`src/uart_cfg_pkg.sv`:
```
package uart_cfg_pkg;

    // ----------------------------------------------------------------------
    // Frame geometry, 8N1 only
    // ----------------------------------------------------------------------
    localparam int data_bits  = 8;   // Data bits per frame
    localparam int frame_bits = 10;  // Start + data + stop

    // ----------------------------------------------------------------------
    // Line levels
    // ----------------------------------------------------------------------
    localparam logic line_idle       = 1'b1;  // Mark state between frames
    localparam logic start_bit_level = 1'b0;  // Space opens a frame
    localparam logic stop_bit_level  = 1'b1;  // Mark closes a frame

    // Defaults for the top-level parameters
    // Bit period in clk cycles, keep it even so mid-bit is exact
    localparam int default_clks_per_bit = 8;
    localparam int default_fifo_depth   = 4;  // Entries per FIFO

    // ----------------------------------------------------------------------
    // Transmit FSM states
    // ----------------------------------------------------------------------
    // tx_idle   line high, waiting for the FIFO
    // tx_start  driving the start bit
    // tx_data   shifting out eight data bits, LSB first
    // tx_stop   driving the stop bit, may chain straight into tx_start
    typedef enum logic [1:0] {
        tx_idle  = 2'b00,
        tx_start = 2'b01,
        tx_data  = 2'b10,
        tx_stop  = 2'b11
    } tx_state_t;

    // Encoding is fixed so that waveforms and the bound checks
    // see the same values on every tool

endpackage

```
`src/uart_frame_pkg.sv`:
```
package uart_frame_pkg;

    // ----------------------------------------------------------------------
    // Payload types
    // ----------------------------------------------------------------------

    // One byte on the line, width follows the frame geometry
    typedef logic [uart_cfg_pkg::data_bits-1:0] uart_byte_t;

    // Entry of the receive FIFO
    typedef struct packed {
        uart_byte_t data;         // Byte as sampled, LSB arrived first
        logic       frame_error;  // Stop bit sampled low
    } rx_frame_t;                 // 9 bits

    // ----------------------------------------------------------------------
    // Status word of the core
    // ----------------------------------------------------------------------
    // Overflow bits are sticky until reset
    // Empty bits come straight from the FIFO counters
    typedef struct packed {
        logic tx_busy;      // Transmitter not idle
        logic tx_overflow;  // Write to a full transmit FIFO seen
        logic rx_overflow;  // Frame lost, receive FIFO was full
        logic tx_empty;     // Nothing left to send
        logic rx_empty;     // rx_frame not valid
    } uart_status_t;        // 5 bits

    // Byte-wide and frame-wide payloads share one FIFO module,
    // the type is handed to it as a parameter

endpackage

```
`src/bit_timer.sv`:
```
`timescale 1ns/1ns

module bit_timer #(
    parameter int CLKS_PER_BIT = uart_cfg_pkg::default_clks_per_bit
)(
    input  logic clk,
    input  logic reset_n,
    input  logic run,       // Count while high, clear while low
    output logic bit_tick,  // Last cycle of each bit period
    output logic mid_tick   // Half period point, used for sampling
);

    // Counter width, at least one bit
    localparam int CNT_W = (CLKS_PER_BIT > 1) ? $clog2(CLKS_PER_BIT) : 1;
    localparam int LAST  = CLKS_PER_BIT - 1;
    localparam int MID   = CLKS_PER_BIT / 2 - 1;  // Last cycle of first half

    logic [CNT_W-1:0] cnt;  // Position inside the current bit

    // ----------------------------------------------------------------------
    // Period counter
    // ----------------------------------------------------------------------
    always_ff @(posedge clk or negedge reset_n) begin
        if (!reset_n) begin
            cnt <= '0;
        end else if (!run || bit_tick) begin
            cnt <= '0;              // Restart, next bit begins at zero
        end else begin
            cnt <= cnt + 1'b1;
        end
    end

    // Ticks only while running so a stopped timer is silent
    assign bit_tick = run && (cnt == CNT_W'(LAST));
    assign mid_tick = run && (cnt == CNT_W'(MID));

endmodule

```
`src/sync_fifo.sv`:
```
`timescale 1ns/1ns

module sync_fifo #(
    parameter type payload_t  = uart_frame_pkg::uart_byte_t,
    parameter int  FIFO_DEPTH = uart_cfg_pkg::default_fifo_depth
)(
    input  logic     clk,
    input  logic     reset_n,
    input  logic     push,       // Single-cycle write strobe
    input  payload_t push_data,
    input  logic     pop,        // Single-cycle read strobe
    output payload_t head,       // Oldest entry, valid while !empty
    output logic     empty,
    output logic     overflow    // Sticky, push seen while full
);

    localparam int PTR_W = (FIFO_DEPTH > 1) ? $clog2(FIFO_DEPTH) : 1;
    localparam int CNT_W = $clog2(FIFO_DEPTH + 1);

    payload_t         mem [FIFO_DEPTH];  // Circular buffer
    logic [PTR_W-1:0] wr_ptr;
    logic [PTR_W-1:0] rd_ptr;
    logic [CNT_W-1:0] count;             // Entries held
    logic             full;
    logic             do_push;           // Accepted write
    logic             do_pop;            // Accepted read

    assign full    = (count == CNT_W'(FIFO_DEPTH));
    assign empty   = (count == '0);
    assign do_push = push && !full;      // Full FIFO drops the write
    assign do_pop  = pop && !empty;      // Empty FIFO ignores the read

    // ----------------------------------------------------------------------
    // Pointers, count and overflow flag
    // ----------------------------------------------------------------------
    always_ff @(posedge clk or negedge reset_n) begin
        if (!reset_n) begin
            wr_ptr   <= '0;
            rd_ptr   <= '0;
            count    <= '0;
            overflow <= 1'b0;
        end else begin
            if (do_push) begin
                // Wrap by compare, depth need not be a power of two
                wr_ptr <= (wr_ptr == PTR_W'(FIFO_DEPTH - 1)) ? '0 : wr_ptr + 1'b1;
            end
            if (do_pop) begin
                rd_ptr <= (rd_ptr == PTR_W'(FIFO_DEPTH - 1)) ? '0 : rd_ptr + 1'b1;
            end
            case ({do_push, do_pop})
                2'b10:   count <= count + 1'b1;
                2'b01:   count <= count - 1'b1;
                default: count <= count;     // Both or neither
            endcase
            if (push && full) begin
                overflow <= 1'b1;            // Held until reset
            end
        end
    end

    // Storage
    always_ff @(posedge clk) begin
        if (do_push) begin
            mem[wr_ptr] <= push_data;
        end
    end

    // First word fall through, head follows rd_ptr directly
    assign head = mem[rd_ptr];

endmodule

```
`src/uart_tx_controller.sv`:
```
`timescale 1ns/1ns

module uart_tx_controller #(
    parameter int CLKS_PER_BIT = uart_cfg_pkg::default_clks_per_bit
)(
    input  logic                       clk,
    input  logic                       reset_n,
    input  uart_frame_pkg::uart_byte_t fifo_head,   // Byte at the FIFO head
    input  logic                       fifo_empty,
    output logic                       fifo_pop,    // Pops and latches head
    output logic                       tx_serial,   // Serial line out
    output logic                       tx_busy,     // Frame in progress
    output logic                       tx_done      // Last cycle of stop bit
);

    localparam int BIT_CNT_W = $clog2(uart_cfg_pkg::data_bits);
    localparam int MSB       = uart_cfg_pkg::data_bits - 1;

    uart_cfg_pkg::tx_state_t    state;
    uart_cfg_pkg::tx_state_t    state_next;
    uart_frame_pkg::uart_byte_t shift_q;    // Bits still to send, LSB next
    logic [BIT_CNT_W-1:0]       bit_cnt;    // Data bit index
    logic                       last_bit;   // Bit 7 on the line
    logic                       bit_tick;   // End of the current bit

    // ----------------------------------------------------------------------
    // Bit timing
    // ----------------------------------------------------------------------
    // Runs in every non-idle state, wraps on bit_tick so chained
    // frames keep the exact period
    bit_timer #(
        .CLKS_PER_BIT (CLKS_PER_BIT)
    ) u_bit_timer (
        .clk      (clk),
        .reset_n  (reset_n),
        .run      (state != uart_cfg_pkg::tx_idle),
        .bit_tick (bit_tick),
        .mid_tick ()               // Sampling point not needed on transmit
    );

    assign last_bit = (bit_cnt == BIT_CNT_W'(MSB));

    // Pop when idle, or at the end of a stop bit when more data waits
    assign fifo_pop = !fifo_empty &&
                      ((state == uart_cfg_pkg::tx_idle) ||
                       (state == uart_cfg_pkg::tx_stop && bit_tick));

    // ----------------------------------------------------------------------
    // FSM
    // ----------------------------------------------------------------------
    always_comb begin
        state_next = state;
        case (state)
            uart_cfg_pkg::tx_idle: begin
                if (!fifo_empty) state_next = uart_cfg_pkg::tx_start;
            end
            uart_cfg_pkg::tx_start: begin
                if (bit_tick) state_next = uart_cfg_pkg::tx_data;
            end
            uart_cfg_pkg::tx_data: begin
                if (bit_tick && last_bit) state_next = uart_cfg_pkg::tx_stop;
            end
            uart_cfg_pkg::tx_stop: begin
                if (bit_tick) begin
                    // Back-to-back frames, no idle gap
                    state_next = fifo_empty ? uart_cfg_pkg::tx_idle
                                            : uart_cfg_pkg::tx_start;
                end
            end
            default: state_next = uart_cfg_pkg::tx_idle;
        endcase
    end

    always_ff @(posedge clk or negedge reset_n) begin
        if (!reset_n) begin
            state   <= uart_cfg_pkg::tx_idle;
            bit_cnt <= '0;
        end else begin
            state <= state_next;
            if (state != uart_cfg_pkg::tx_data) begin
                bit_cnt <= '0;                      // Ready for next frame
            end else if (bit_tick) begin
                bit_cnt <= bit_cnt + 1'b1;
            end
        end
    end

    // Shift register, loaded with the popped byte
    always_ff @(posedge clk) begin
        if (fifo_pop) begin
            shift_q <= fifo_head;
        end else if (state == uart_cfg_pkg::tx_data && bit_tick) begin
            shift_q <= {1'b0, shift_q[MSB:1]};      // LSB first
        end
    end

    // ----------------------------------------------------------------------
    // Line and status outputs
    // ----------------------------------------------------------------------
    always_comb begin
        case (state)
            uart_cfg_pkg::tx_start: tx_serial = uart_cfg_pkg::start_bit_level;
            uart_cfg_pkg::tx_data:  tx_serial = shift_q[0];
            uart_cfg_pkg::tx_stop:  tx_serial = uart_cfg_pkg::stop_bit_level;
            default:                tx_serial = uart_cfg_pkg::line_idle;
        endcase
    end

    assign tx_busy = (state != uart_cfg_pkg::tx_idle);
    assign tx_done = (state == uart_cfg_pkg::tx_stop) && bit_tick;  // One cycle

endmodule

```
`src/uart_rx_deserializer.sv`:
```
`timescale 1ns/1ns

module uart_rx_deserializer #(
    parameter int CLKS_PER_BIT = uart_cfg_pkg::default_clks_per_bit
)(
    input  logic                      clk,
    input  logic                      reset_n,
    input  logic                      rx_serial,  // Asynchronous line in
    output logic                      rx_push,    // One cycle per frame
    output uart_frame_pkg::rx_frame_t rx_data     // Valid with rx_push
);

    localparam int BIT_CNT_W = $clog2(uart_cfg_pkg::data_bits);
    localparam int MSB       = uart_cfg_pkg::data_bits - 1;

    typedef enum logic [1:0] {
        rx_idle,   // Waiting for a falling edge
        rx_start,  // Start bit re-checked at mid-bit
        rx_shift,  // Eight data bits
        rx_stop    // Stop bit with push at mid-bit
    } rx_state_t;

    rx_state_t                  state;
    rx_state_t                  state_next;
    logic [2:0]                 sync_q;    // Two sync flops plus edge history
    logic                       rx_bit;    // Synchronized line
    logic                       fall;      // High to low on the line
    uart_frame_pkg::uart_byte_t shift_q;   // Assembles the byte
    logic [BIT_CNT_W-1:0]       bit_cnt;
    logic                       bit_tick;
    logic                       mid_tick;

    // ----------------------------------------------------------------------
    // Synchronizer and edge detect
    // ----------------------------------------------------------------------
    always_ff @(posedge clk or negedge reset_n) begin
        if (!reset_n) begin
            sync_q <= {3{uart_cfg_pkg::line_idle}};
        end else begin
            sync_q <= {sync_q[1:0], rx_serial};
        end
    end

    assign rx_bit = sync_q[1];
    assign fall   = sync_q[2] && !sync_q[1];

    // Timer starts from zero on the cycle after the edge
    bit_timer #(
        .CLKS_PER_BIT (CLKS_PER_BIT)
    ) u_bit_timer (
        .clk      (clk),
        .reset_n  (reset_n),
        .run      (state != rx_idle),
        .bit_tick (bit_tick),
        .mid_tick (mid_tick)
    );

    // ----------------------------------------------------------------------
    // FSM
    // ----------------------------------------------------------------------
    always_comb begin
        state_next = state;
        case (state)
            rx_idle:  if (fall) state_next = rx_start;
            rx_start: begin
                if (mid_tick && rx_bit != uart_cfg_pkg::start_bit_level) begin
                    state_next = rx_idle;           // Line went back high
                end else if (bit_tick) begin
                    state_next = rx_shift;
                end
            end
            rx_shift: if (bit_tick && bit_cnt == BIT_CNT_W'(MSB)) state_next = rx_stop;
            rx_stop:  if (mid_tick) state_next = rx_idle;  // Leave early for the next edge
            default:  state_next = rx_idle;
        endcase
    end

    always_ff @(posedge clk or negedge reset_n) begin
        if (!reset_n) begin
            state   <= rx_idle;
            bit_cnt <= '0;
            rx_push <= 1'b0;
        end else begin
            state   <= state_next;
            rx_push <= (state == rx_stop) && mid_tick;
            if (state != rx_shift) bit_cnt <= '0;
            else if (bit_tick)     bit_cnt <= bit_cnt + 1'b1;
        end
    end

    // Byte assembly and frame capture
    always_ff @(posedge clk) begin
        if (state == rx_shift && mid_tick) begin
            shift_q <= {rx_bit, shift_q[MSB:1]};    // LSB arrives first
        end
        if (state == rx_stop && mid_tick) begin
            rx_data.data        <= shift_q;
            rx_data.frame_error <= (rx_bit != uart_cfg_pkg::stop_bit_level);
        end
    end

endmodule

```
`src/uart_core.sv`:
```
`timescale 1ns/1ns

module uart_core #(
    parameter int CLKS_PER_BIT = uart_cfg_pkg::default_clks_per_bit,
    parameter int FIFO_DEPTH   = uart_cfg_pkg::default_fifo_depth
)(
    input  logic                         clk,
    input  logic                         reset_n,
    input  logic                         tx_wr,      // Write strobe
    input  uart_frame_pkg::uart_byte_t   tx_byte,
    input  logic                         rx_rd,      // Pop strobe
    input  logic                         rx_serial,
    output logic                         tx_serial,
    output logic                         tx_done,
    output uart_frame_pkg::rx_frame_t    rx_frame,   // Head of receive FIFO
    output uart_frame_pkg::uart_status_t status
);

    uart_frame_pkg::uart_byte_t tx_head;
    uart_frame_pkg::rx_frame_t  rx_push_data;
    logic tx_empty, tx_pop, tx_overflow, tx_busy;
    logic rx_push, rx_empty, rx_overflow;

    // ----------------------------------------------------------------------
    // Transmit path
    // ----------------------------------------------------------------------
    sync_fifo #(.payload_t(uart_frame_pkg::uart_byte_t), .FIFO_DEPTH(FIFO_DEPTH)) u_tx_fifo (
        .clk(clk), .reset_n(reset_n),
        .push(tx_wr), .push_data(tx_byte),
        .pop(tx_pop), .head(tx_head), .empty(tx_empty), .overflow(tx_overflow)
    );

    uart_tx_controller #(.CLKS_PER_BIT(CLKS_PER_BIT)) u_tx (
        .clk(clk), .reset_n(reset_n),
        .fifo_head(tx_head), .fifo_empty(tx_empty), .fifo_pop(tx_pop),
        .tx_serial(tx_serial), .tx_busy(tx_busy), .tx_done(tx_done)
    );

    // ----------------------------------------------------------------------
    // Receive path
    // ----------------------------------------------------------------------
    uart_rx_deserializer #(.CLKS_PER_BIT(CLKS_PER_BIT)) u_rx (
        .clk(clk), .reset_n(reset_n),
        .rx_serial(rx_serial), .rx_push(rx_push), .rx_data(rx_push_data)
    );

    sync_fifo #(.payload_t(uart_frame_pkg::rx_frame_t), .FIFO_DEPTH(FIFO_DEPTH)) u_rx_fifo (
        .clk(clk), .reset_n(reset_n),
        .push(rx_push), .push_data(rx_push_data),
        .pop(rx_rd), .head(rx_frame), .empty(rx_empty), .overflow(rx_overflow)
    );

    // Status word
    assign status = '{tx_busy: tx_busy, tx_overflow: tx_overflow,
                      rx_overflow: rx_overflow, tx_empty: tx_empty, rx_empty: rx_empty};

endmodule

```
`config.mk`:
```
export PLATFORM = sky130hd
export DESIGN_NAME = uart_core
export DESIGN_NICKNAME = d
export VERILOG_FILES = /design/src/uart_cfg_pkg.sv /design/src/uart_frame_pkg.sv /design/src/bit_timer.sv /design/src/sync_fifo.sv /design/src/uart_tx_controller.sv /design/src/uart_rx_deserializer.sv /design/src/uart_core.sv
export SDC_FILE = /design/constraint.sdc
export NUM_CORES = 1
export LEC_CHECK = 0
export BUFFER_PORTS_ARGS = -buffer_cell sky130_fd_sc_hd__buf_2
export CAP_MARGIN = 40
export CORE_MARGIN = 2
export CORE_UTILIZATION = 49
export DETAILED_ROUTE_END_ITERATION = 10
export PLACE_DENSITY = 0.63
export SYNTH_ARGS = -nofsm -noshare
export SYNTH_HDL_FRONTEND = slang
export SYNTH_SLANG_ARGS = --single-unit
```
`constraint.sdc`:
```
create_clock -name clk -period 3.1 [get_ports clk]
set_input_delay 0.155 -clock clk [delete_from_list [all_inputs] [get_ports clk]]
set_output_delay 0.155 -clock clk [all_outputs]
set_load 0.005 [all_outputs]
```
==> results_tabular.tex, run 1 <==
\begin{tabular}{lr}
\hline
Metric & Value \\
\hline
\multicolumn{2}{l}{\textbf{Outcome}} \\
\quad Outcome & completed \\
\multicolumn{2}{l}{\textbf{Synth}} \\
\quad Area fraction in and, or, nand and nor cells after synthesis & 0.05316 \\
\quad Sequential element share of the synthesized area & 0.6920 \\
\quad Largest area contributor in the netlist & edfxtp\_1 \\
\quad Number of synthesized register bits & 129 \\
\quad Number of distinct library cells after synthesis & 41 \\
\quad Synth Net Count & 341 \\
\quad Proportion of synthesized area in mux cells & 0.1206 \\
\quad Area fraction in compound gates after synthesis & 0.02553 \\
\quad Largest family of logic cells by synthesized area & multiplexers \\
\quad Parity-gate share of the synthesized area counting xor and xnor cells & 0.01311 \\
\quad Cell Area, Synth & 0.005343 mm2 \\
\quad Gate Count Post-Synth & 300 \\
\quad Adder and majority gate portion of the synthesized area & 0.06838 \\
\quad Most area-consuming cells after synthesis & edfxtp\_1, dfrtp\_1, mux4\_2 \\
\quad Fraction of synthesis flops using an asynchronous set or reset pin & 0.2791 \\
\quad Average cell area after synthesis & 17.81 um2 \\
\quad Top cell type's share of synthesized area & 0.5227 \\
\quad Number of flops mapped to enable cells by yosys & 93 \\
\quad Total of warnings raised by yosys & 0 \\
\quad Leading register cell type out of synthesis & edfxtp\_1 \\
\multicolumn{2}{l}{\textbf{Detailed routing}} \\
\quad WL final & 8026 um \\
\quad Antenna viol nets, final & 0 \\
\quad Via density per instance & 5.038 \\
\quad DRT Pass-1 Iters & 4 \\
\quad Vias post-DR & 2,519 \\
\quad Routed len/inst & about 16 um \\
\quad DRC violation count after routing & 0 \\
\quad 1st-iter DRT viols & 130 \\
\multicolumn{2}{l}{\textbf{Placed design}} \\
\quad Final RePlAce weighted congestion & about 0.75 \\
\quad Port Buffer Count & 28 \\
\quad DP HPWL & 5220 um \\
\multicolumn{2}{l}{\textbf{Global routing}} \\
\quad Pin count of the biggest net entering global routing & 20 \\
\quad Initial antenna violation count & 0 \\
\quad Remaining global-route overflow & 0 \\
\quad Via count of the first global-routing pass & between 2,000 and 3,000 \\
\quad Grt met1 use & 0.1974 \\
\quad Wire length of the first global-routing pass & 13,030 um \\
\quad Global routing usage on met3 & 0.04340 \\
\quad Overall global routing resource usage & 0.1539 \\
\quad Most congested layer reported by global routing & met2 \\
\quad M2 GR Usage & 0.2415 \\
\multicolumn{2}{l}{\textbf{Clocking}} \\
\quad Post-CTS resize count & 0 \\
\quad Number of buffers added for setup after CTS & 0 \\
\quad Max Root-Sink Buffers & 2 \\
\quad Post-CTS clock slew at the launch and capture registers of the worst setup and hold paths & 0.06 ns \\
\quad CTS Buf Count & 17 \\
\quad Skew-Pair Late Insertion Delay & 0.51 ns \\
\quad H-tree Lvls & 4 \\
\quad Clock tree root driver cell & clkbuf\_8 \\
\quad TritonCTS clock tree & built \\
\quad Clock sink count & 129 \\
\multicolumn{2}{l}{\textbf{Layout}} \\
\quad Leading cell type in the layout, fill and taps excluded & edfxtp\_1 \\
\quad Most used cells in the layout excluding fill and tap cells & edfxtp\_1, dfrtp\_1, buf\_2 \\
\quad Final net count & 388 \\
\quad Inserted Diodes & 0 \\
\quad Seq. cell area & 0.003697 mm2 \\
\quad Area occupied by multi-input gates & 0.001500 mm2 \\
\quad Syn-to-layout area delta & 16.93\% \\
\quad Fillcell total & 861 \\
\quad Fraction of final layout cells with drive strength greater than 1 & 0.2917 \\
\multicolumn{2}{l}{\textbf{Worst setup path}} \\
\quad Arrival time at the worst endpoint & around 2.6 ns \\
\quad Crit path required time & 3.48 ns \\
\quad Endpoint class of the critical path & flop \\
\quad Highest fanout seen on the critical path & 7 \\
\quad Worst Setup Start Kind & flop \\
\quad Class of the most critical setup path & flop to flop \\
\multicolumn{2}{l}{\textbf{Timing}} \\
\quad Setup repair after global routing missed its margin & no \\
\quad Max-slew violation count & 0 \\
\quad Hold violation total from the final report & 0 \\
\quad Maximum frequency from static timing analysis & 0.4427 GHz \\
\quad Part of the cycle the worst path needs & 0.7287 \\
\quad Worst Hold Slack & between 0.06 and 0.07 ns \\
\quad Setup-violating endpoint count in the final report & 0 \\
\quad Final critical path time including I/O delays and setup & approximately 2.3 ns \\
\quad Slew at the pin closest to its max-slew limit & 0.7477 ns \\
\quad Worst clock skew & approximately 0.0035 ns \\
\quad Slew Limit Headroom & 0.4997 \\
\quad Setup TNS Final & 0 ns \\
\multicolumn{2}{l}{\textbf{Die}} \\
\quad Die width & approximately 110 um \\
\quad I/O pin cnt & 29 \\
\quad Row cnt & 38 \\
\quad Std-Cell Core Area & $\sim$0.011 mm2 \\
\quad Starting density of the core & 0.4972 \\
\quad Total die area & 0.01175 mm2 \\
\quad Die outline height & 108.4 um \\
\multicolumn{2}{l}{\textbf{Pwr}} \\
\quad Total power divided by cell area & roughly 910 mW/mm2 \\
\quad Leakage power & 2.427 nW \\
\quad Peak supply drop & 0.3833 mV \\
\multicolumn{2}{l}{\textbf{Hold path}} \\
\quad Path class of the lowest-slack min-delay path & input pin to flop \\
\multicolumn{2}{l}{\textbf{Job}} \\
\quad MaxCap Viol Count & 0 \\
\hline
\end{tabular}
[cells in the mapped netlist (2+ instances only)]
cell type,count
buf_4,5
nand2_1,4
buf_6,2
a31o_2,3
dfstp_2,3
dfrtp_1,33
a21oi_1,4
mux2_4,8
nor3_1,2
inv_1,16
nor2b_1,3
ha_1,26
and3_1,2
nor3b_1,2
nand2b_1,4
fa_1,2
edfxtp_1,93
xnor2_1,5
nor2_1,16
mux2_2,9
xor2_1,3
and2_1,10
mux2i_1,4
buf_2,2
mux4_2,17
o21ai_0,5
clkbuf_1,3
[worst max-delay path, stage by stage, from the launching register on]
cell and delay, ns:
dfrtp_1 0.38, ha_1 0.20, ha_1 0.28, a21oi_1 0.18, nor2_2 0.06, ha_1 0.24, fa_1 0.44, xnor2_1 0.16
nor2_1 0.06, xor2_1 0.13
[final timing paths]
check | cells past startpoint | to | slack, ns | start
min in group asynchronous | 2 | u_tx.bit_cnt[0] | 0.13 | reset_n
worst min-delay path | 3 | u_rx_fifo.rd_ptr[1] | 0.06 | rx_rd
worst max-delay path | 9 | u_tx_fifo.count[2] | 0.84 | u_tx.u_bit_timer.cnt[0]
worst max register to register | 9 | u_tx_fifo.count[2] | 0.84 | u_tx.u_bit_timer.cnt[0]
max in group asynchronous | 3 | u_rx.sync_q[0] | 2.43 | reset_n
worst min register to register | 0 | u_rx.sync_q[1] | 0.36 | u_rx.sync_q[0]
[metal layers]
metal  share of wire  wire length, um
met1            0.46             3691
met2            0.49             3908
met3           0.032              259
met4           0.021              166
met5               0                0
[area by class of cell]
class / count / area share
clock buffer: 21 / 0.07030
clock inverter: 11 / 0.01442
inverter: 16 / 0.009613
multi-input combinational: 142 / 0.2401
sequential: 129 / 0.5918
tap: 140 / 0.02804
timing repair buffer: 41 / 0.04566
[per-stage QoR]
step                      cell area (um2)  power, mW  std cells  setup WS (ns)    util
after floorplan                      5343      3.647        300         0.7866       -
after global placement               5580      3.926        456         0.8731  0.5193
after detailed placement             5608      3.992        457         0.8227  0.5219
after CTS                            6247      5.775        500         0.8228  0.5814
after global routing                 6247      6.032        500         0.6660  0.5814
final                                6247      5.689        500         0.8412  0.5814
[power breakdown]
part / switching [mW] / internal [mW]
combinational: 0.580 / 0.797
sequential: 0.347 / 2.21
clock: 0.678 / 1.07
[what timing repair did]
| action | 4_1_cts | 5_1_grt |
|---|---|---|
| hold endpoints to repair | 67 | 0 |
| setup endpoints to repair | 0 | 0 |
| hold buffers | 11 | 0 |
[sequential cells by signal, indices dropped and copies added (netlist names), named ones only]
name	cells
u_rx.bit_cnt	3
u_rx.rx_data	9
u_rx.rx_push	1
u_rx.shift_q	8
u_rx.state	1
u_rx.sync_q	3
u_rx.u_bit_timer.cnt	3
u_rx_fifo.count	3
u_rx_fifo.mem	36
u_rx_fifo.overflow	1
u_rx_fifo.rd_ptr	2
u_rx_fifo.wr_ptr	2
u_tx.bit_cnt	3
u_tx.shift_q	8
u_tx.state	2
u_tx.u_bit_timer.cnt	3
u_tx_fifo.count	3
u_tx_fifo.mem	32
u_tx_fifo.overflow	1
u_tx_fifo.rd_ptr	2
u_tx_fifo.wr_ptr	2
[cells by family after synthesis]
kind of cell               Yosys count
AOI/OAI and AO/OA                   19
xor gates and xnor gates             8
adders and majority gates           28
buffers and inverters               29
DFF                                129
muxes                               38
and+or+nand+nor                     49
Note: power is estimated with default switching activity, not from simulation.
==> run 2, diff against run 1 <==
Settings changed: ABC_AREA set to 1.
Clock period 3.1 ns to 2.25 ns, I/O delays scaled along.
==> run 2 against run 1 <==
- global-route usage rose by 1.4 points
- non-clock buffer count rose by 16
- worst hold slack improved by 0.053 ns
==> results_tabular.tex, run 2 <==
\begin{tabular}{lr}
\hline
Metric & Value \\
\hline
\multicolumn{2}{l}{\textbf{Outcome}} \\
\quad Outcome & completed \\
\multicolumn{2}{l}{\textbf{Clocking}} \\
\quad Clock tree root driver cell & clkbuf\_8 \\
\quad CTS Buf Count & 17 \\
\quad TritonCTS clock tree & built \\
\quad Post-CTS clock slew at the launch and capture registers of the worst setup and hold paths & approximately 0.060 ns \\
\quad Clock sink count & 129 \\
\quad Max Root-Sink Buffers & 2 \\
\quad H-tree Lvls & 4 \\
\quad Skew-Pair Late Insertion Delay & about 0.5 ns \\
\multicolumn{2}{l}{\textbf{Worst setup path}} \\
\quad Arrival time at the worst endpoint & 2.55 ns \\
\quad Worst Reg2Reg Path Length in Cells & 9 \\
\quad Worst Setup Start Kind & flop \\
\quad Endpoint class of the critical path & flop \\
\quad Most frequent CP cell & ha\_2 \\
\quad Highest fanout seen on the critical path & 3 \\
\quad Setup slack, reg-to-reg & between 0.08 and 0.09 ns \\
\quad Crit path required time & approximately 2.6 ns \\
\quad Class of the most critical setup path & flop to flop \\
\quad Crit path max-delay cell type & fa\_1 \\
\quad Slowest stage delay, CP & 0.46 ns \\
\quad Sequence of cells on the critical path & ha\_1, ha\_2, a21oi\_4, nor2\_8, ha\_2, fa\_1, a21oi\_2, o21ai\_1, xor2\_1 \\
\multicolumn{2}{l}{\textbf{Synth}} \\
\quad Top post-synthesis cells by count & edfxtp\_1, nor2\_1, nand2\_1 \\
\quad Leading register cell type out of synthesis & edfxtp\_1 \\
\quad Top cell type's share of synthesized area & 0.5171 \\
\quad Number of distinct library cells after synthesis & 33 \\
\quad Average cell area after synthesis & 12.41 um2 \\
\quad Number of flops mapped to enable cells by yosys & just over 90 \\
\quad Sequential element share of the synthesized area & 0.6847 \\
\quad Count leader, synth & edfxtp\_1 \\
\quad Fraction of synthesis flops using an asynchronous set or reset pin & 0.2791 \\
\quad Number of synthesized register bits & around 130 \\
\quad Total of warnings raised by yosys & 0 \\
\quad Largest area contributor in the netlist & edfxtp\_1 \\
\quad Most area-consuming cells after synthesis & edfxtp\_1, dfrtp\_1, ha\_1 \\
\quad Cell Area, Synth & between 0.005 and 0.006 mm2 \\
\quad Gate Count Post-Synth & 435 \\
\quad Synth Net Count & between 400 and 500 \\
\multicolumn{2}{l}{\textbf{Die}} \\
\quad Total die area & between 0.01 and 0.015 mm2 \\
\quad Die outline height & $\sim$110 um \\
\quad Die width & 109.0 um \\
\quad Starting density of the core & 0.5003 \\
\quad Std-Cell Core Area & 0.01079 mm2 \\
\quad Row cnt & 38 \\
\quad I/O pin cnt & 29 \\
\multicolumn{2}{l}{\textbf{Pwr}} \\
\quad Peak supply drop & $\sim$0.54 mV \\
\quad Overall power after layout & 7.151 mW \\
\quad Leakage power & 2.630 nW \\
\quad Total power divided by cell area & 1101 mW/mm2 \\
\multicolumn{2}{l}{\textbf{Timing}} \\
\quad Slew at the pin closest to its max-slew limit & roughly 0.38 ns \\
\quad Part of the cycle the worst path needs & 0.9619 \\
\quad Final critical path time including I/O delays and setup & $\sim$2.2 ns \\
\quad Final worst slack & about 0.086 ns \\
\quad Worst clock skew & $\sim$0.0086 ns \\
\quad Setup-violating endpoint count in the final report & 0 \\
\quad Setup repair after global routing missed its margin & no \\
\quad Setup TNS Final & 0 ns \\
\quad Maximum frequency from static timing analysis & 0.4620 GHz \\
\quad Slew Limit Headroom & 0.7452 \\
\quad Max-slew violation count & 0 \\
\quad Hold violation total from the final report & 0 \\
\multicolumn{2}{l}{\textbf{Global routing}} \\
\quad Overall global routing resource usage & 0.1676 \\
\quad Pin count of the biggest net entering global routing & 33 \\
\quad Via count of the first global-routing pass & 3,086 \\
\quad Initial antenna violation count & 0 \\
\quad Remaining global-route overflow & 0 \\
\quad Wire length of the first global-routing pass & 14,840 um \\
\multicolumn{2}{l}{\textbf{Detailed routing}} \\
\quad Antenna viol nets, final & 0 \\
\quad Via density per instance & roughly 5.0 \\
\quad DRT Pass-1 Iters & 4 \\
\quad WL final & 9172 um \\
\quad Vias post-DR & 3,240 \\
\quad 1st-iter DRT viols & 184 \\
\quad Routed len/inst & 14.09 um \\
\quad DRC violation count after routing & 0 \\
\multicolumn{2}{l}{\textbf{Placed design}} \\
\quad Placed cell area & between 0.005 and 0.006 mm2 \\
\quad DP HPWL & 5782 um \\
\quad Final RePlAce weighted congestion & 0.7329 \\
\quad Post-Place Setup Slack & approximately 0.045 ns \\
\quad Port Buffer Count & 28 \\
\multicolumn{2}{l}{\textbf{Layout}} \\
\quad Fraction of final layout cells with drive strength greater than 1 & 0.1977 \\
\quad Fillcell total & 850 \\
\quad Leading registers by flop count & u\_rx\_fifo.mem x36, u\_tx\_fifo.mem x32, u\_rx.rx\_data x9 \\
\quad Max reg flops & 36 \\
\quad Seq. cell area & around 0.0037 mm2 \\
\quad Leading cell type in the layout, fill and taps excluded & edfxtp\_1 \\
\quad Most used cells in the layout excluding fill and tap cells & edfxtp\_1, nor2\_1, nand2\_1 \\
\quad Largest Register & u\_rx\_fifo.mem \\
\quad Inserted Diodes & 0 \\
\quad Final net count & 539 \\
\quad Area occupied by multi-input gates & 0.001451 mm2 \\
\quad Syn-to-layout area delta & 20.25\% \\
\quad Post-route cell area & 0.006494 mm2 \\
\multicolumn{2}{l}{\textbf{Job}} \\
\quad MaxCap Viol Count & 0 \\
\multicolumn{2}{l}{\textbf{Hold path}} \\
\quad Path class of the lowest-slack min-delay path & input pin to async pin \\
\hline
\end{tabular}
[run 2: final timing paths]
path	startpoint	endpoint
setup / recovery	u_tx.u_bit_timer.cnt[0]	u_tx_fifo.count[2]
hold / removal	reset_n	u_rx_fifo.overflow
setup reg to reg	u_tx.u_bit_timer.cnt[0]	u_tx_fifo.count[2]
hold reg to reg	u_rx.sync_q[0]	u_rx.sync_q[1]
max in group asynchronous	reset_n	u_rx_fifo.rd_ptr[0]
min in group clk	rx_serial	u_rx.sync_q[0]
[run 2: logic make-up (layout without fill, tap and decap cells)]
kind of cell,Yosys count,after routing,share of synthesized area
compound gates,81,81,0.08758
simple gates,134,134,0.1036
xor+xnor,4,4,0.006489
flops,129,129,0.6847
fa+ha+maj,28,28,0.06766
buf+inv,59,135,0.05004
[run 2: routing by layer]
layer,GRT usage,up-vias,wire (um)
met2,0.2595,49,4386
met3,0.05320,4,321
met5,0,-,0
met4,0.05403,0,46
met1,0.2264,1557,4418
li1,-,1630,-
[run 2: metrics by stage]
step	instances	utilization	hold WS, ns
floorplan	435	-	-0.1831
CTS	650	0.6004	0.1001
detailed placement	605	0.5333	-0.03662
finish	651	0.6017	0.1145
global route	651	0.6017	0.1224
global placement	604	0.5314	0.2187
[run 2: what timing repair did]
| item | 4_1_cts | 5_1_grt |
|---|---|---|
| hold buffers | 13 | 0 |
| resized for setup | 0 | 3 |
| setup buffers | 0 | 1 |
| setup endpoints to repair | 0 | 1 |
| hold endpoints to repair | 72 | 0 |
[run 2: report_power, final]
group,internal [mW],switching (mW)
sequential,2.88,0.244
clock,1.65,0.981
combinational,0.554,0.838
[run 2: area by class of cell]
class | count | share of cell area
multi-input cells | 247 | 0.2235
clock inverters | 8 | 0.009249
inverters | 46 | 0.02659
clock buffers | 24 | 0.08227
well taps | 140 | 0.02697
repair buffers | 57 | 0.06204
flip-flops and latches | 129 | 0.5694
[run 2: critical path, delay by kind of cell (launching register included)]
| kind | cells | cell delay (ns) |
|---|---|---|
| compound gates | 3 | 0.39 |
| xor+xnor | 1 | 0.14 |
| fa+ha+maj | 4 | 1.07 |
| flops | 1 | 0.38 |
| simple gates | 1 | 0.06 |
